$ cat config.mk
export PLATFORM = sky130hd
export DESIGN_NAME = periph_top
export DESIGN_NICKNAME = d
export VERILOG_FILES = /design/src/logic/periph_pkg.sv /design/src/logic/periph_bus.sv /design/src/logic/gpio_ctrl.sv /design/src/logic/pwm_gen.sv /design/src/logic/edge_counter.sv /design/src/logic/periph_top.sv
export VERILOG_INCLUDE_DIRS = /design/src /design/src/logic
export SDC_FILE = /design/constraint.sdc
export NUM_CORES = 1
export LEC_CHECK = 0
export ABC_AREA = 1
export BUFFER_PORTS_ARGS = -buffer_cell sky130_fd_sc_hd__buf_2
export CAP_MARGIN = 40
export CORE_UTILIZATION = 40
export DETAILED_ROUTE_END_ITERATION = 16
export PLACE_DENSITY = 0.7
export SYNTH_ARGS = -nofsm -noshare
export SYNTH_HDL_FRONTEND = slang
export SYNTH_SLANG_ARGS = --single-unit
$ cat constraint.sdc
create_clock -name clk -period 1.5 [get_ports clk]
set_input_delay 0.225 -clock clk [delete_from_list [all_inputs] [get_ports clk]]
set_output_delay 0.225 -clock clk [all_outputs]
set_load 0.01 [all_outputs]
$ cat src/logic/periph_settings.svh
`ifndef PERIPH_SETTINGS_SVH
`define PERIPH_SETTINGS_SVH

// Core bus and pin widths
`define PERIPH_ADDR_W 11
`define PERIPH_DATA_W 32
`define PERIPH_PINS 8

// Slot map, 64 byte full slots and 16 byte byte slots
`define FULL_SLOTS 16
`define BYTE_SLOTS 16
`define FULL_SLOT_GPIO 4'd1
`define FULL_SLOT_PWM 4'd2
`define BYTE_SLOT_EDGE 4'd0

// GPIO register offsets within its full slot
`define GPIO_OFS_OUT 6'h00
`define GPIO_OFS_IN 6'h04
`define GPIO_OFS_AUDIO 6'h10
`define GPIO_OFS_FUNC_BASE 6'h20 // 0x20..0x3C, one word per pin

// PWM register offsets
`define PWM_OFS_PERIOD 6'h00
`define PWM_OFS_DUTY 6'h04
`define PWM_OFS_STATUS 6'h08

// Edge counter register offsets
`define EDGE_OFS_COUNT 4'h0
`define EDGE_OFS_PIN 4'h1

// Pin function select, bit 4 picks a byte slot, bits 3..0 the slot index
`define FUNC_SEL_W 6

`endif

$ cat src/logic/periph_pkg.sv
`default_nettype none

package periph_pkg;

    // Access size as driven by the core on read_n / write_n
    typedef enum logic [1:0] {
        ACC_BYTE = 2'b00,
        ACC_HALF = 2'b01,
        ACC_WORD = 2'b10,
        ACC_NONE = 2'b11  // No request this cycle
    } access_e;

    // Source feeding the registered audio output
    // Codes above AUD_GPIO7 all give a constant zero
    typedef enum logic [2:0] {
        AUD_PWM   = 3'd0,  // PWM generator pin 0
        AUD_EDGE  = 3'd1,  // Edge counter pin 0
        AUD_GPIO7 = 3'd2,  // GPIO output bit 7
        AUD_ZERO  = 3'd3
    } audio_src_e;

endpackage

`default_nettype wire

$ cat src/logic/periph_bus.sv
`default_nettype none
`timescale 1ns/100ps
`include "periph_settings.svh"

module periph_bus import periph_pkg::*; (
    input  wire                        clk,
    input  wire                        rst_n,

    input  wire [`PERIPH_ADDR_W-1:0]   i_addr,
    input  wire access_e               i_write_n,
    input  wire access_e               i_read_n,
    input  wire                        i_read_complete,

    // Per-slot read data back from the peripherals
    input  wire [`PERIPH_DATA_W-1:0]   i_gpio_rdata,
    input  wire [`PERIPH_DATA_W-1:0]   i_pwm_rdata,
    input  wire                        i_pwm_ready,
    input  wire [7:0]                  i_edge_rdata,

    output logic [`FULL_SLOTS-1:0]     o_full_sel,
    output logic [`BYTE_SLOTS-1:0]     o_byte_sel,
    output access_e                    o_peri_read_n,

    output logic [`PERIPH_DATA_W-1:0]  o_rdata,
    output logic                       o_ready
);

    logic [`PERIPH_DATA_W-1:0] peri_data;    // Data from the addressed slot
    logic                      peri_ready;
    logic [`PERIPH_DATA_W-1:0] rdata_q;      // Hold register toward the core
    logic                      hold_q;       // Hold register holds a result
    logic                      ready_q;
    logic                      read_req;

    assign read_req = (i_read_n != ACC_NONE);

    // Slot decode and read mux
    always_comb begin
        o_full_sel = '0;
        o_byte_sel = '0;
        peri_data  = '0;
        peri_ready = 1'b1;  // Empty slots answer at once with zero

        if (i_addr[10:9] == 2'b10) begin
            o_byte_sel[i_addr[7:4]] = 1'b1;
            if (i_addr[7:4] == `BYTE_SLOT_EDGE) begin
                peri_data = {{(`PERIPH_DATA_W-8){1'b0}}, i_edge_rdata};
            end
        end else begin
            // Upper full slots are not decoded, bit 10 is ignored here
            o_full_sel[i_addr[9:6]] = 1'b1;
            case (i_addr[9:6])
                `FULL_SLOT_GPIO: begin
                    peri_data = i_gpio_rdata;
                end
                `FULL_SLOT_PWM: begin
                    peri_data  = i_pwm_rdata;
                    peri_ready = i_pwm_ready;
                end
                default: begin
                    peri_data = '0;
                end
            endcase
        end
    end

    // Once the result is registered, peripherals must not see the read again
    assign o_peri_read_n = access_e'(i_read_n | {2{ready_q}});

    // Capture once per read, release on read complete
    always_ff @(posedge clk) begin
        if (!rst_n) begin
            hold_q  <= 1'b0;
            ready_q <= 1'b0;
        end else begin
            if (i_read_complete) begin
                hold_q <= 1'b0;
            end
            if (!hold_q && peri_ready && read_req) begin
                hold_q <= 1'b1;
            end
            ready_q <= read_req && peri_ready && !i_read_complete;
        end
    end

    always_ff @(posedge clk) begin
        if (!hold_q && peri_ready && read_req) begin
            rdata_q <= peri_data;
        end
    end

    assign o_rdata = rdata_q;
    assign o_ready = ready_q || (i_write_n != ACC_NONE);  // Writes finish in the same cycle

endmodule

`default_nettype wire

$ cat src/logic/gpio_ctrl.sv
`default_nettype none
`timescale 1ns/100ps
`include "periph_settings.svh"

module gpio_ctrl import periph_pkg::*; (
    input  wire                        clk,
    input  wire                        rst_n,

    input  wire                        i_sel,
    input  wire [5:0]                  i_addr_ofs,
    input  wire [7:0]                  i_wdata,
    input  wire access_e               i_write_n,

    input  wire [`PERIPH_PINS-1:0]     i_ui_in,
    input  wire [`PERIPH_PINS-1:0]     i_pwm_pins,
    input  wire [`PERIPH_PINS-1:0]     i_edge_pins,

    output logic [`PERIPH_DATA_W-1:0]  o_rdata,
    output logic [`PERIPH_PINS-1:0]    o_uo_out,
    output logic                       o_audio,
    output logic                       o_audio_select
);

    localparam int FUNC_BYTE_BIT = 4;
    localparam int DW = `PERIPH_DATA_W;

    logic [`PERIPH_PINS-1:0] gpio_out;
    logic [`FUNC_SEL_W-1:0]  func_sel [`PERIPH_PINS];
    logic [3:0]              audio_sel;
    logic                    wr_en;
    logic                    func_hit;
    logic [2:0]              func_idx;

    assign wr_en    = i_sel && (i_write_n != ACC_NONE);
    assign func_hit = (i_addr_ofs & 6'h23) == `GPIO_OFS_FUNC_BASE;  // 0x20..0x3C, word aligned
    assign func_idx = i_addr_ofs[4:2];

    always_ff @(posedge clk) begin
        if (!rst_n) begin
            gpio_out  <= '0;
            audio_sel <= '0;
            for (int p = 0; p < `PERIPH_PINS; p++) begin
                func_sel[p] <= {2'b00, `FULL_SLOT_GPIO};  // All pins start as plain GPIO
            end
        end else if (wr_en) begin
            if (i_addr_ofs == `GPIO_OFS_OUT) begin
                gpio_out <= i_wdata;
            end
            if (i_addr_ofs == `GPIO_OFS_AUDIO) begin
                audio_sel <= i_wdata[3:0];
            end
            if (func_hit) begin
                func_sel[func_idx] <= i_wdata[`FUNC_SEL_W-1:0];
            end
        end
    end

    // Register readback
    always_comb begin
        o_rdata = '0;
        case (i_addr_ofs)
            `GPIO_OFS_OUT:   o_rdata = {{(DW-8){1'b0}}, gpio_out};
            `GPIO_OFS_IN:    o_rdata = {{(DW-8){1'b0}}, i_ui_in};
            `GPIO_OFS_AUDIO: o_rdata = {{(DW-4){1'b0}}, audio_sel};
            default: begin
                if (func_hit) begin
                    o_rdata = {{(DW-`FUNC_SEL_W){1'b0}}, func_sel[func_idx]};
                end
            end
        endcase
    end

    // Per-pin output mux
    always_comb begin
        for (int p = 0; p < `PERIPH_PINS; p++) begin
            o_uo_out[p] = 1'b0;
            if (func_sel[p][FUNC_BYTE_BIT]) begin
                if (func_sel[p][3:0] == `BYTE_SLOT_EDGE) begin
                    o_uo_out[p] = i_edge_pins[p];
                end
            end else begin
                case (func_sel[p][3:0])
                    `FULL_SLOT_GPIO: o_uo_out[p] = gpio_out[p];
                    `FULL_SLOT_PWM:  o_uo_out[p] = i_pwm_pins[p];
                    default:         o_uo_out[p] = 1'b0;
                endcase
            end
        end
    end

    // Audio is one register behind its source
    always_ff @(posedge clk) begin
        if (!rst_n) begin
            o_audio <= 1'b0;
        end else begin
            case (audio_src_e'(audio_sel[2:0]))
                AUD_PWM:   o_audio <= i_pwm_pins[0];
                AUD_EDGE:  o_audio <= i_edge_pins[0];
                AUD_GPIO7: o_audio <= gpio_out[7];
                default:   o_audio <= 1'b0;
            endcase
        end
    end

    assign o_audio_select = audio_sel[3];

endmodule

`default_nettype wire

$ cat src/logic/pwm_gen.sv
`default_nettype none
`timescale 1ns/100ps
`include "periph_settings.svh"

module pwm_gen import periph_pkg::*; (
    input  wire                        clk,
    input  wire                        rst_n,

    input  wire                        i_sel,
    input  wire [5:0]                  i_addr_ofs,
    input  wire [7:0]                  i_wdata,
    input  wire access_e               i_write_n,
    input  wire access_e               i_read_n,

    output logic [`PERIPH_DATA_W-1:0]  o_rdata,
    output logic                       o_ready,
    output logic [`PERIPH_PINS-1:0]    o_pins,
    output logic                       o_irq
);

    logic [7:0]                period_q;
    logic [7:0]                duty_q;
    logic [7:0]                count_q;
    logic                      irq_q;
    logic                      ready_q;
    logic [`PERIPH_DATA_W-1:0] rdata_q;
    logic                      wr_en;
    logic                      rd_en;
    logic                      wrap;

    assign wr_en = i_sel && (i_write_n != ACC_NONE);
    assign rd_en = i_sel && (i_read_n != ACC_NONE);
    assign wrap  = (count_q >= period_q);  // Also catches a period lowered below the count

    always_ff @(posedge clk) begin
        if (!rst_n) begin
            period_q <= '0;
            duty_q   <= '0;
            count_q  <= '0;
            irq_q    <= 1'b0;
            ready_q  <= 1'b0;
        end else begin
            ready_q <= rd_en;                    // Answer one cycle after the request
            count_q <= wrap ? 8'd0 : count_q + 8'd1;

            if (wr_en && i_addr_ofs == `PWM_OFS_PERIOD) begin
                period_q <= i_wdata;
            end
            if (wr_en && i_addr_ofs == `PWM_OFS_DUTY) begin
                duty_q <= i_wdata;
            end

            // Status write wins over a wrap in the same cycle
            if (wr_en && i_addr_ofs == `PWM_OFS_STATUS) begin
                irq_q <= 1'b0;
            end else if (wrap) begin
                irq_q <= 1'b1;
            end
        end
    end

    always_ff @(posedge clk) begin
        if (rd_en) begin
            case (i_addr_ofs)
                `PWM_OFS_PERIOD: rdata_q <= {{(`PERIPH_DATA_W-8){1'b0}}, period_q};
                `PWM_OFS_DUTY:   rdata_q <= {{(`PERIPH_DATA_W-8){1'b0}}, duty_q};
                `PWM_OFS_STATUS: rdata_q <= {{(`PERIPH_DATA_W-1){1'b0}}, irq_q};
                default:         rdata_q <= '0;
            endcase
        end
    end

    assign o_rdata = rdata_q;
    assign o_ready = ready_q;
    assign o_pins  = {`PERIPH_PINS{count_q < duty_q}};  // Same level on every pin
    assign o_irq   = irq_q;

endmodule

`default_nettype wire

$ cat src/logic/edge_counter.sv
`default_nettype none
`timescale 1ns/100ps
`include "periph_settings.svh"

module edge_counter (
    input  wire                      clk,
    input  wire                      rst_n,

    input  wire                      i_write,     // Already qualified by the slot select
    input  wire [3:0]                i_addr_ofs,
    input  wire [7:0]                i_wdata,
    input  wire [`PERIPH_PINS-1:0]   i_ui_in,

    output logic [7:0]               o_rdata,
    output logic [`PERIPH_PINS-1:0]  o_pins
);

    localparam int SEL_W = $clog2(`PERIPH_PINS);

    logic [SEL_W-1:0] pin_sel_q;
    logic             prev_q;
    logic [7:0]       count_q;
    logic             pin_now;
    logic             rise;

    assign pin_now = i_ui_in[pin_sel_q];
    assign rise    = pin_now && !prev_q;

    always_ff @(posedge clk) begin
        if (!rst_n) begin
            pin_sel_q <= '0;
            prev_q    <= 1'b0;
            count_q   <= '0;
        end else begin
            prev_q <= pin_now;
            if (i_write && i_addr_ofs == `EDGE_OFS_COUNT) begin
                count_q <= '0;
            end else if (rise) begin
                count_q <= count_q + 8'd1;   // Wraps at 256
            end
            if (i_write && i_addr_ofs == `EDGE_OFS_PIN) begin
                pin_sel_q <= i_wdata[SEL_W-1:0];
                // Track the new pin so switching does not look like an edge
                prev_q    <= i_ui_in[i_wdata[SEL_W-1:0]];
            end
        end
    end

    always_comb begin
        case (i_addr_ofs)
            `EDGE_OFS_COUNT: o_rdata = count_q;
            `EDGE_OFS_PIN:   o_rdata = {{(8-SEL_W){1'b0}}, pin_sel_q};
            default:         o_rdata = '0;
        endcase
    end

    assign o_pins = count_q;

endmodule

`default_nettype wire

$ cat src/logic/periph_top.sv
`default_nettype none
`timescale 1ns/100ps
`include "periph_settings.svh"

module periph_top import periph_pkg::*; (
    input  wire                        clk,
    input  wire                        rst_n,

    input  wire [`PERIPH_PINS-1:0]     i_ui_in,
    output logic [`PERIPH_PINS-1:0]    o_uo_out,
    output logic                       o_audio,
    output logic                       o_audio_select,

    // Core bus
    input  wire [`PERIPH_ADDR_W-1:0]   i_addr,
    input  wire [`PERIPH_DATA_W-1:0]   i_wdata,
    input  wire access_e               i_write_n,
    input  wire access_e               i_read_n,
    input  wire                        i_read_complete,
    output logic [`PERIPH_DATA_W-1:0]  o_rdata,
    output logic                       o_ready,

    output logic                       o_pwm_irq
);

    logic [`FULL_SLOTS-1:0]     full_sel;
    logic [`BYTE_SLOTS-1:0]     byte_sel;
    access_e                    peri_read_n;
    logic [`PERIPH_DATA_W-1:0]  gpio_rdata;
    logic [`PERIPH_DATA_W-1:0]  pwm_rdata;
    logic                       pwm_ready;
    logic [`PERIPH_PINS-1:0]    pwm_pins;
    logic [7:0]                 edge_rdata;
    logic [`PERIPH_PINS-1:0]    edge_pins;
    logic                       edge_write;

    assign edge_write = (i_write_n != ACC_NONE) && byte_sel[`BYTE_SLOT_EDGE];

    periph_bus u_periph_bus (
        .clk             (clk),
        .rst_n           (rst_n),
        .i_addr          (i_addr),
        .i_write_n       (i_write_n),
        .i_read_n        (i_read_n),
        .i_read_complete (i_read_complete),
        .i_gpio_rdata    (gpio_rdata),
        .i_pwm_rdata     (pwm_rdata),
        .i_pwm_ready     (pwm_ready),
        .i_edge_rdata    (edge_rdata),
        .o_full_sel      (full_sel),
        .o_byte_sel      (byte_sel),
        .o_peri_read_n   (peri_read_n),
        .o_rdata         (o_rdata),
        .o_ready         (o_ready)
    );

    gpio_ctrl u_gpio_ctrl (
        .clk            (clk),
        .rst_n          (rst_n),
        .i_sel          (full_sel[`FULL_SLOT_GPIO]),
        .i_addr_ofs     (i_addr[5:0]),
        .i_wdata        (i_wdata[7:0]),
        .i_write_n      (i_write_n),
        .i_ui_in        (i_ui_in),
        .i_pwm_pins     (pwm_pins),
        .i_edge_pins    (edge_pins),
        .o_rdata        (gpio_rdata),
        .o_uo_out       (o_uo_out),
        .o_audio        (o_audio),
        .o_audio_select (o_audio_select)
    );

    pwm_gen u_pwm_gen (
        .clk        (clk),
        .rst_n      (rst_n),
        .i_sel      (full_sel[`FULL_SLOT_PWM]),
        .i_addr_ofs (i_addr[5:0]),
        .i_wdata    (i_wdata[7:0]),
        .i_write_n  (i_write_n),
        .i_read_n   (peri_read_n),   // Masked while the bus holds a result
        .o_rdata    (pwm_rdata),
        .o_ready    (pwm_ready),
        .o_pins     (pwm_pins),
        .o_irq      (o_pwm_irq)
    );

    edge_counter u_edge_counter (
        .clk        (clk),
        .rst_n      (rst_n),
        .i_write    (edge_write),
        .i_addr_ofs (i_addr[3:0]),
        .i_wdata    (i_wdata[7:0]),
        .i_ui_in    (i_ui_in),
        .o_rdata    (edge_rdata),
        .o_pins     (edge_pins)
    );

endmodule

`default_nettype wire

==> results.txt, run 1 <==
* Run status: complete, but fails checks
* Failing checks: setup timing
* Dominant combinational cell family by area after synthesis: simple AND/OR/NAND/NOR gates
* Starting Density: 40.9%
- The floorplan step defined a die boundary enclosing 17400 um2.
- Timing analysis after detailed placement gives a worst setup slack of -0.270 ns.
- Most frequent cell on the critical path: nand2_1
- Maximum number of pins on one net before global-route repair: 43
* Time the final worst path needs with I/O delays and setup: 2.14 ns
- Slowest library cell on the worst path: dfxtp_2
* Critical Path AT: 1.91 ns
- Critical path class: reg -> out
- Setup repair after global routing missed its margin: yes
* Count leader, synth: nand2_1
- Yosys attributes the largest share of cell area to edfxtp_1 (28%), dfxtp_1 (16%), nand2_1 (11%).
- Vias after detailed routing: 6263
* Clk buf depth: 2
- The Yosys step of the flow raised 0 warnings.
* Number of nets with antenna violations after routing: 0
- Final RePlAce weighted congestion: 0.914
- TritonCTS built the clock tree.
- All-Layer GR Usage: 23.1%
- Origin of the critical flop-to-flop path: u_pwm_gen.count_q[3]
* Area growth syn-to-layout: 33.3%
- After filler insertion, the fill cell instance count of the layout stands at 1446.
- Of all nets on the critical path, the largest fanout is 5.
* Final critical-path setup slack: -0.636 ns
* Rows: 47
* Final clock skew: 0.00734 ns
- Summed over all nets, the half-perimeter wirelength after detailed placement is 13800 um.
- Net count reported at finish: 1066
* Maximum frequency from static timing analysis: 468 MHz
* Final setup violation count: 10
- After global routing the overflow that remains totals 0.
- Startpoint of the worst setup timing path: u_pwm_gen.duty_q[5]
- The number of global-route vias before repair was 5864.
- Dpl cells: 1184
- The number of antenna violations at the first check in global routing was 0.
* Share of flip-flops with an asynchronous set or reset after synthesis: 0%
- Footprint of the multi-input gates: 3520 um2
- In this run the vertical extent of the chip is 132 um.
- Simple-gate share of the synthesized area: 31.5%
- P_leak: 0.00408 uW
* Routed Wire Length: 19700 um
- Dividing total power by cell area gives a power density of 955 nW/um2.
* Non-Filler Instances: 1223
- The total area inside the core boundary comes to 16500 um2.
* Router iterations before antenna repair: 7
- In this run the tool buffered the top-level ports with 53 buffer cells.
* CTS root buf: clkbuf_16
- After synthesis, the netlist uses 40 different library cells.
- Count of boundary I/O pins: 102
* Critical path endpoint category: primary output
- Final count of pins violating max slew: 0
* Post-synthesis instance total: 843
* Commonest register cell after synthesis: edfxtp_1
- Layout cells sized above 1: 31.2%
- Post-synth top area share: 28.5%
- Slowest Stage Delay on Critical Path: 0.33 ns
* Clock latency of the later-clocked register in the worst-skew pair: 0.42 ns
- Adder-Cell Fraction of Synth Area: 3.15%
- Max-cap violations in this run came to 0.
- Summing the sequential cell areas from Yosys gives 44.2% of the chip area.
- Required arrival time at the worst endpoint: 1.27 ns
* Total number of clock tree sinks: 117
* H-tree levels: 4
* Setup crit start kind: flop
- Ordered list of cells on the worst path: inv_2 > ha_4 > a21oi_2 > o21a_4 > buf_12 > nand3_2 > nand2_1 > nand2_1 > nand2_2 > buf_6
* Routed len/inst: 16.1 um
- Share of synthesized area spent on multiplexers: 0%
* Via/cell ratio: 5.12
* Floorplan die width: 132 um
* Global-route wire length before repair: 30500 um
- Yosys reg bits: 117
- In the final layout, flip-flops and latches occupy 3000 um2.
- Dividing the final minimum period by the clock period gives 142%.
- After clock tree synthesis, the clock-pin slew on the worst setup and hold paths is 0.05 ns.
- Measured on the finished design, the core utilization comes to 54.5%.
- Netlist area before placement: 6750 um2
- Buffers inserted during clock tree synthesis total 17.
- Worst voltage drop across the vdd grid: 0.743 mV
- Library cell occupying the most area in the post-synthesis netlist: edfxtp_1
* Synthesized area divided by synthesized cell count: 8.01 um2
- Counting instances in the post-synthesis netlist gives the leading cell types as nand2_1 (190), inv_1 (90), nor2_1 (87), nand3_1 (78), edfxtp_1 (64).
* Number of synthesized flops with an enable pin: 64
- Number of failing hold endpoints at the final stage: 0
* Type of the worst min-delay path: in -> reg
- Initial DRC Count: 763
- Post-detailed-route DRC marker count: 0
- Share of the synthesized area in compound gates (AO/OA/AOI/OAI): 9.40%
* Antenna diode instance count: 0
* Synth Area in XOR/XNOR: 1.43%
* Startpoint of the lowest-slack hold path: i_wdata[6]
path summary, 6_finish.rpt:
| kind | to | slack, ns | depth (start not counted) |
|---|---|---|---|
| setup / recovery | o_uo_out[1] | -0.64 | 10 |
| hold / removal | u_pwm_gen.period_q[6] | 0.10 | 3 |
| setup reg to reg | u_pwm_gen.count_q[5] | -0.02 | 8 |
| hold reg to reg | u_periph_bus.hold_q | 0.45 | 2 |
critical path, delay by kind of cell (launching register included):
kind / cells / cell delay (ns)
compound gates: 2 / 0.31
fa+ha+maj: 1 / 0.27
flops: 1 / 0.33
simple gates: 4 / 0.25
buf+inv: 3 / 0.33
cells by family after synthesis:
logic type | count (synthesis)
and+or+nand+nor | 435
buffers and inverters | 145
AOI/OAI and AO/OA | 117
DFF | 117
adders and majority gates | 17
xor gates and xnor gates | 11
other | 1
per-layer routing:
layer	vias to the layer above	share of wire [%]	wire length, um	track usage [%]
met1	2855	41	8070	29.6
met2	302	48	9500	37.8
li1	3050	-	-	-
met3	56	8.0	1570	4.58
met5	-	0	0	0
met4	0	2.8	558	10.4
flip-flops by register name, summed over array words and instances, names as in the netlist:
name,count
u_gpio_ctrl.func_sel,48
u_edge_counter.prev_q,1
u_pwm_gen.duty_q,8
u_periph_bus.o_rdata,8
u_periph_bus.hold_q,1
u_periph_bus.ready_q,1
u_edge_counter.o_pins,8
u_pwm_gen.o_ready,1
u_edge_counter.pin_sel_q,3
u_pwm_gen.o_irq,1
u_gpio_ctrl.audio_sel,4
u_pwm_gen.count_q,8
u_pwm_gen.o_rdata,8
u_gpio_ctrl.gpio_out,8
u_pwm_gen.period_q,8
u_gpio_ctrl.o_audio,1
through the flow:
step / hold WS, ns / TNS, ns / power (uW) / area, um2
5_1_grt: 0.119 / -6.42 / 8810 / 9000
2_1_floorplan: 0.302 / -3.59 / 4020 / 6900
3_5_place_dp: 0.415 / -20.58 / 4300 / 7870
3_3_place_gp: 0.409 / -15.78 / 4290 / 7870
4_1_cts: 0.0917 / -4.99 / 8610 / 8860
6_report: 0.101 / -4.93 / 8590 / 9000
final cells by class:
class	instances	area share [%]
multi-input cells	604	39.1
flip-flops and latches	117	33.4
repair buffers	156	13.5
clock buffers	20	4.85
inverters	95	4.02
well taps	220	3.06
clock inverters	11	2.03
where the power goes:
group          internal, uW  switching [uW]  total [uW]
Sequential             3470            58.2        3530
Combinational           250             474         724
Clock                  2910            1430        4340
Total                  6640            1960        8590
timing repair:
action,in CTS,in global routing
pin swaps,13,24
endpoints found under the setup margin,18,26
endpoints found under the hold margin,1,0
cloned,2,0
hold buffers,1,0
gates resized for setup,58,33
setup buffers,4,1
layout by cell type (no fill, tap or decap), types with 3 or more instances in the layout:
cell / count
clkbuf_1: 3
buf_6: 14
nor2_1: 82
nand3_1: 69
ha_4: 13
inv_1: 82
clkbuf_16: 17
xor2_1: 7
a22oi_1: 4
o22ai_1: 8
edfxtp_1: 64
or2_2: 6
nand2_4: 14
nand2_2: 21
nor2_4: 8
o21ai_1: 8
a21oi_1: 45
dfxtp_2: 11
nor3_1: 11
ha_1: 4
buf_12: 5
nand4_1: 17
bufinv_16: 5
xnor2_1: 4
o21ai_0: 37
nand3_2: 13
conb_1: 24
buf_4: 89
buf_2: 45
nand2_1: 169
inv_2: 11
a21oi_2: 8
nor2_2: 10
dfxtp_1: 40
nor2_8: 7
Power figures use the tool's default switching activity.
==> inputs of run 2 (changes only) <==
- CORE_MARGIN: unset -> 2
==> results.txt, run 2 (synthesis results as in run 1) <==
* Slowest Stage Delay on Critical Path: 0.33 ns
* Critical path class: reg -> out
- After filler insertion, the fill cell instance count of the layout stands at 1513.
- Setup repair after global routing could not meet its margin everywhere.
- The placed instances occupy a cell area of 7850 um2.
* Slew at the pin closest to its max-slew limit: 0.694 ns
- STA puts the critical path data required time at 1.27 ns.
* Final RePlAce weighted congestion: 0.890
- Clock latency of the later-clocked register in the worst-skew pair: 0.42 ns
- Routed Wire Length: 19400 um
- The number of antenna violations at the first check in global routing is 0.
- Via count of the first global-routing pass: 5803
* Flip-flop count of the largest register after layout: 48
- Final setup violation count: 14
* Type of the worst min-delay path: in -> reg
- Across all setup checks in the final design, the least slack found is -0.687 ns.
- Ratio of total power to cell area: 941 nW/um2
- The signal on the critical path passes through inv_1 > ha_1 > a21oi_2 > o21a_1 > buf_6 > nand3_1 > nand2_1 > nand2_1 > nand2_2 > buf_6.
* Layout cells sized above 1: 29.9%
* Starting Density: 40.9%
- The longest clock path from root to sink contains 2 buffers.
- Portion of the clock cycle consumed by the worst path in the final layout: 146%
* Count of boundary I/O pins: 102
- Critical path endpoint category: primary output
- Rows: 47
- Port buffer count: 53
- Via/cell ratio: 5.08
- The clock tree synthesis step divided the H-tree into 4 levels.
- Area growth syn-to-layout: 30.7%
- Total core area: 16500 um2
- Time the final worst path needs with I/O delays and setup: 2.19 ns
- The slowest stage of the critical path belongs to the cell dfxtp_1.
- Router iterations before antenna repair: 5
* Register-to-Register Path Depth: 9
- Total number of clock tree sinks: 117
* CTS root buf: clkbuf_16
- Run status: complete, but fails checks
* Initial DRC Count: 495
* Most frequent cells in the layout: nand2_1 (175), buf_4 (90), inv_1 (85)
- Number of nets with antenna violations after routing: 0
- Max-Cap Viols: 0
- 0 antenna diodes ended up in the layout.
* HPWL after DPL: 14000 um
* TritonCTS clock tree: done
- Headroom to the max-slew limit came out at 53.5%.
- After detailed routing, the number of remaining DRC violations is 0.
- The worst setup path is launched from a flop.
* Most common cell after layout, fill and taps aside: nand2_1
- Entering global routing, the biggest net connects 43 pins.
- Summing over every cut layer, the via total after detailed routing is 6215.
- With fillers left out, the area of the finished cells amounts to 8820 um2.
* GRT Residual Overflow: 0
- Final count of pins violating max slew: 0
- After clock tree synthesis, the clock-pin slew on the worst setup and hold paths is 0.05 ns.
- All-Layer GR Usage: 21.9%
- Of all nets on the critical path, the largest fanout is 4.
- Timing would allow up to 457 MHz.
* Worst voltage drop across the vdd grid: 0.868 mV
- Die outline area: 17900 um2
- P_leak: 0.00405 uW
* Inserted Clock Buffers: 17
- The first global-routing pass estimated 30200 um of wire.
- Net count reported at finish: 1066
- Register with the highest flop count: u_gpio_ctrl.func_sel
- Worst hold path stage count: 3
* Critical Path AT: 1.96 ns
- Die Height: 134 um
- In this run, placement finished with an instance count of 1185.
- After detailed routing, the average wire length per cell comes to 15.8 um.
- Failing checks: setup timing
- Number of failing hold endpoints at the final stage: 0
- Floorplan die width: 134 um
* Final clock skew: 0.0101 ns
- Non-Filler Instances: 1224
-- run 2: cell types whose count changed in the layout (fill, tap and decap cells not counted), sizes merged --
| cell | delta |
|---|---|
| clkbuf | +3 |
| inv | +2 |
| clkinvlp | -2 |
| clkinv | +1 |
| bufinv | -3 |
-- run 2: critical path: cells and delay by family, from the launching register on --
| kind | cells | cell delay [ns] |
|---|---|---|
| compound gates | 2 | 0.38 |
| fa+ha+maj | 1 | 0.21 |
| buf+inv | 3 | 0.33 |
| flops | 1 | 0.33 |
| simple gates | 4 | 0.30 |
-- run 2: final timing paths --
path                                          start             endpoint  slack (ns)
worst max-delay path            u_pwm_gen.duty_q[4]          o_uo_out[4]       -0.69
worst min-delay path                     i_wdata[6]  u_pwm_gen.duty_q[6]        0.08
worst max register to register  u_pwm_gen.duty_q[4]  u_gpio_ctrl.o_audio       -0.15
worst min register to register  u_periph_bus.hold_q  u_periph_bus.hold_q        0.46
-- run 2: timing repair --
| action | in CTS | in global routing |
|---|---|---|
| gates resized for setup | 46 | 30 |
| pin swaps | 10 | 14 |
| buffers inserted | 4 | 4 |
| hold buffers | 1 | 0 |
| endpoints found under the hold margin | 1 | 0 |
| setup endpoints to repair | 18 | 25 |
-- run 2: power by group --
part | internal, uW | switching, uW
clock | 2650 | 1400
combinational | 243 | 466
sequential | 3470 | 59.6
-- run 2: final cells by class --
cell class,instances,area (um2),share of cell area (%)
clock inverters,9,95.1,1.08
clock buffers,23,499,5.66
repair buffers,156,1160,13.2
well taps,220,275,3.12
flip-flops and latches,117,3000,34.0
inverters,95,362,4.10
multi-input cells,604,3430,38.9
-- run 2: metal layers --
layer	share of wire, %	global-route usage (%)	up-vias	routed length [um]
li1	-	-	3031	-
met1	43	28.5	2903	8250
met2	48	36.3	241	9200
met3	7.1	4.16	40	1380
met4	2.7	8.45	0	529
met5	0	0	-	0
-- run 2: per-stage QoR --
stage | total power (uW) | setup TNS [ns] | hold slack (ns) | setup slack [ns] | util (%)
2_1_floorplan | 4020 | -3.59 | 0.302 | -0.0962 | -
3_3_place_gp | 4280 | -21.00 | 0.412 | -0.247 | 47.5
3_5_place_dp | 4290 | -25.90 | 0.416 | -0.311 | 47.5
4_1_cts | 8320 | -4.68 | 0.0704 | -0.615 | 52.6
5_1_grt | 8550 | -7.00 | 0.0837 | -0.812 | 53.4
6_report | 8300 | -5.31 | 0.0759 | -0.687 | 53.4
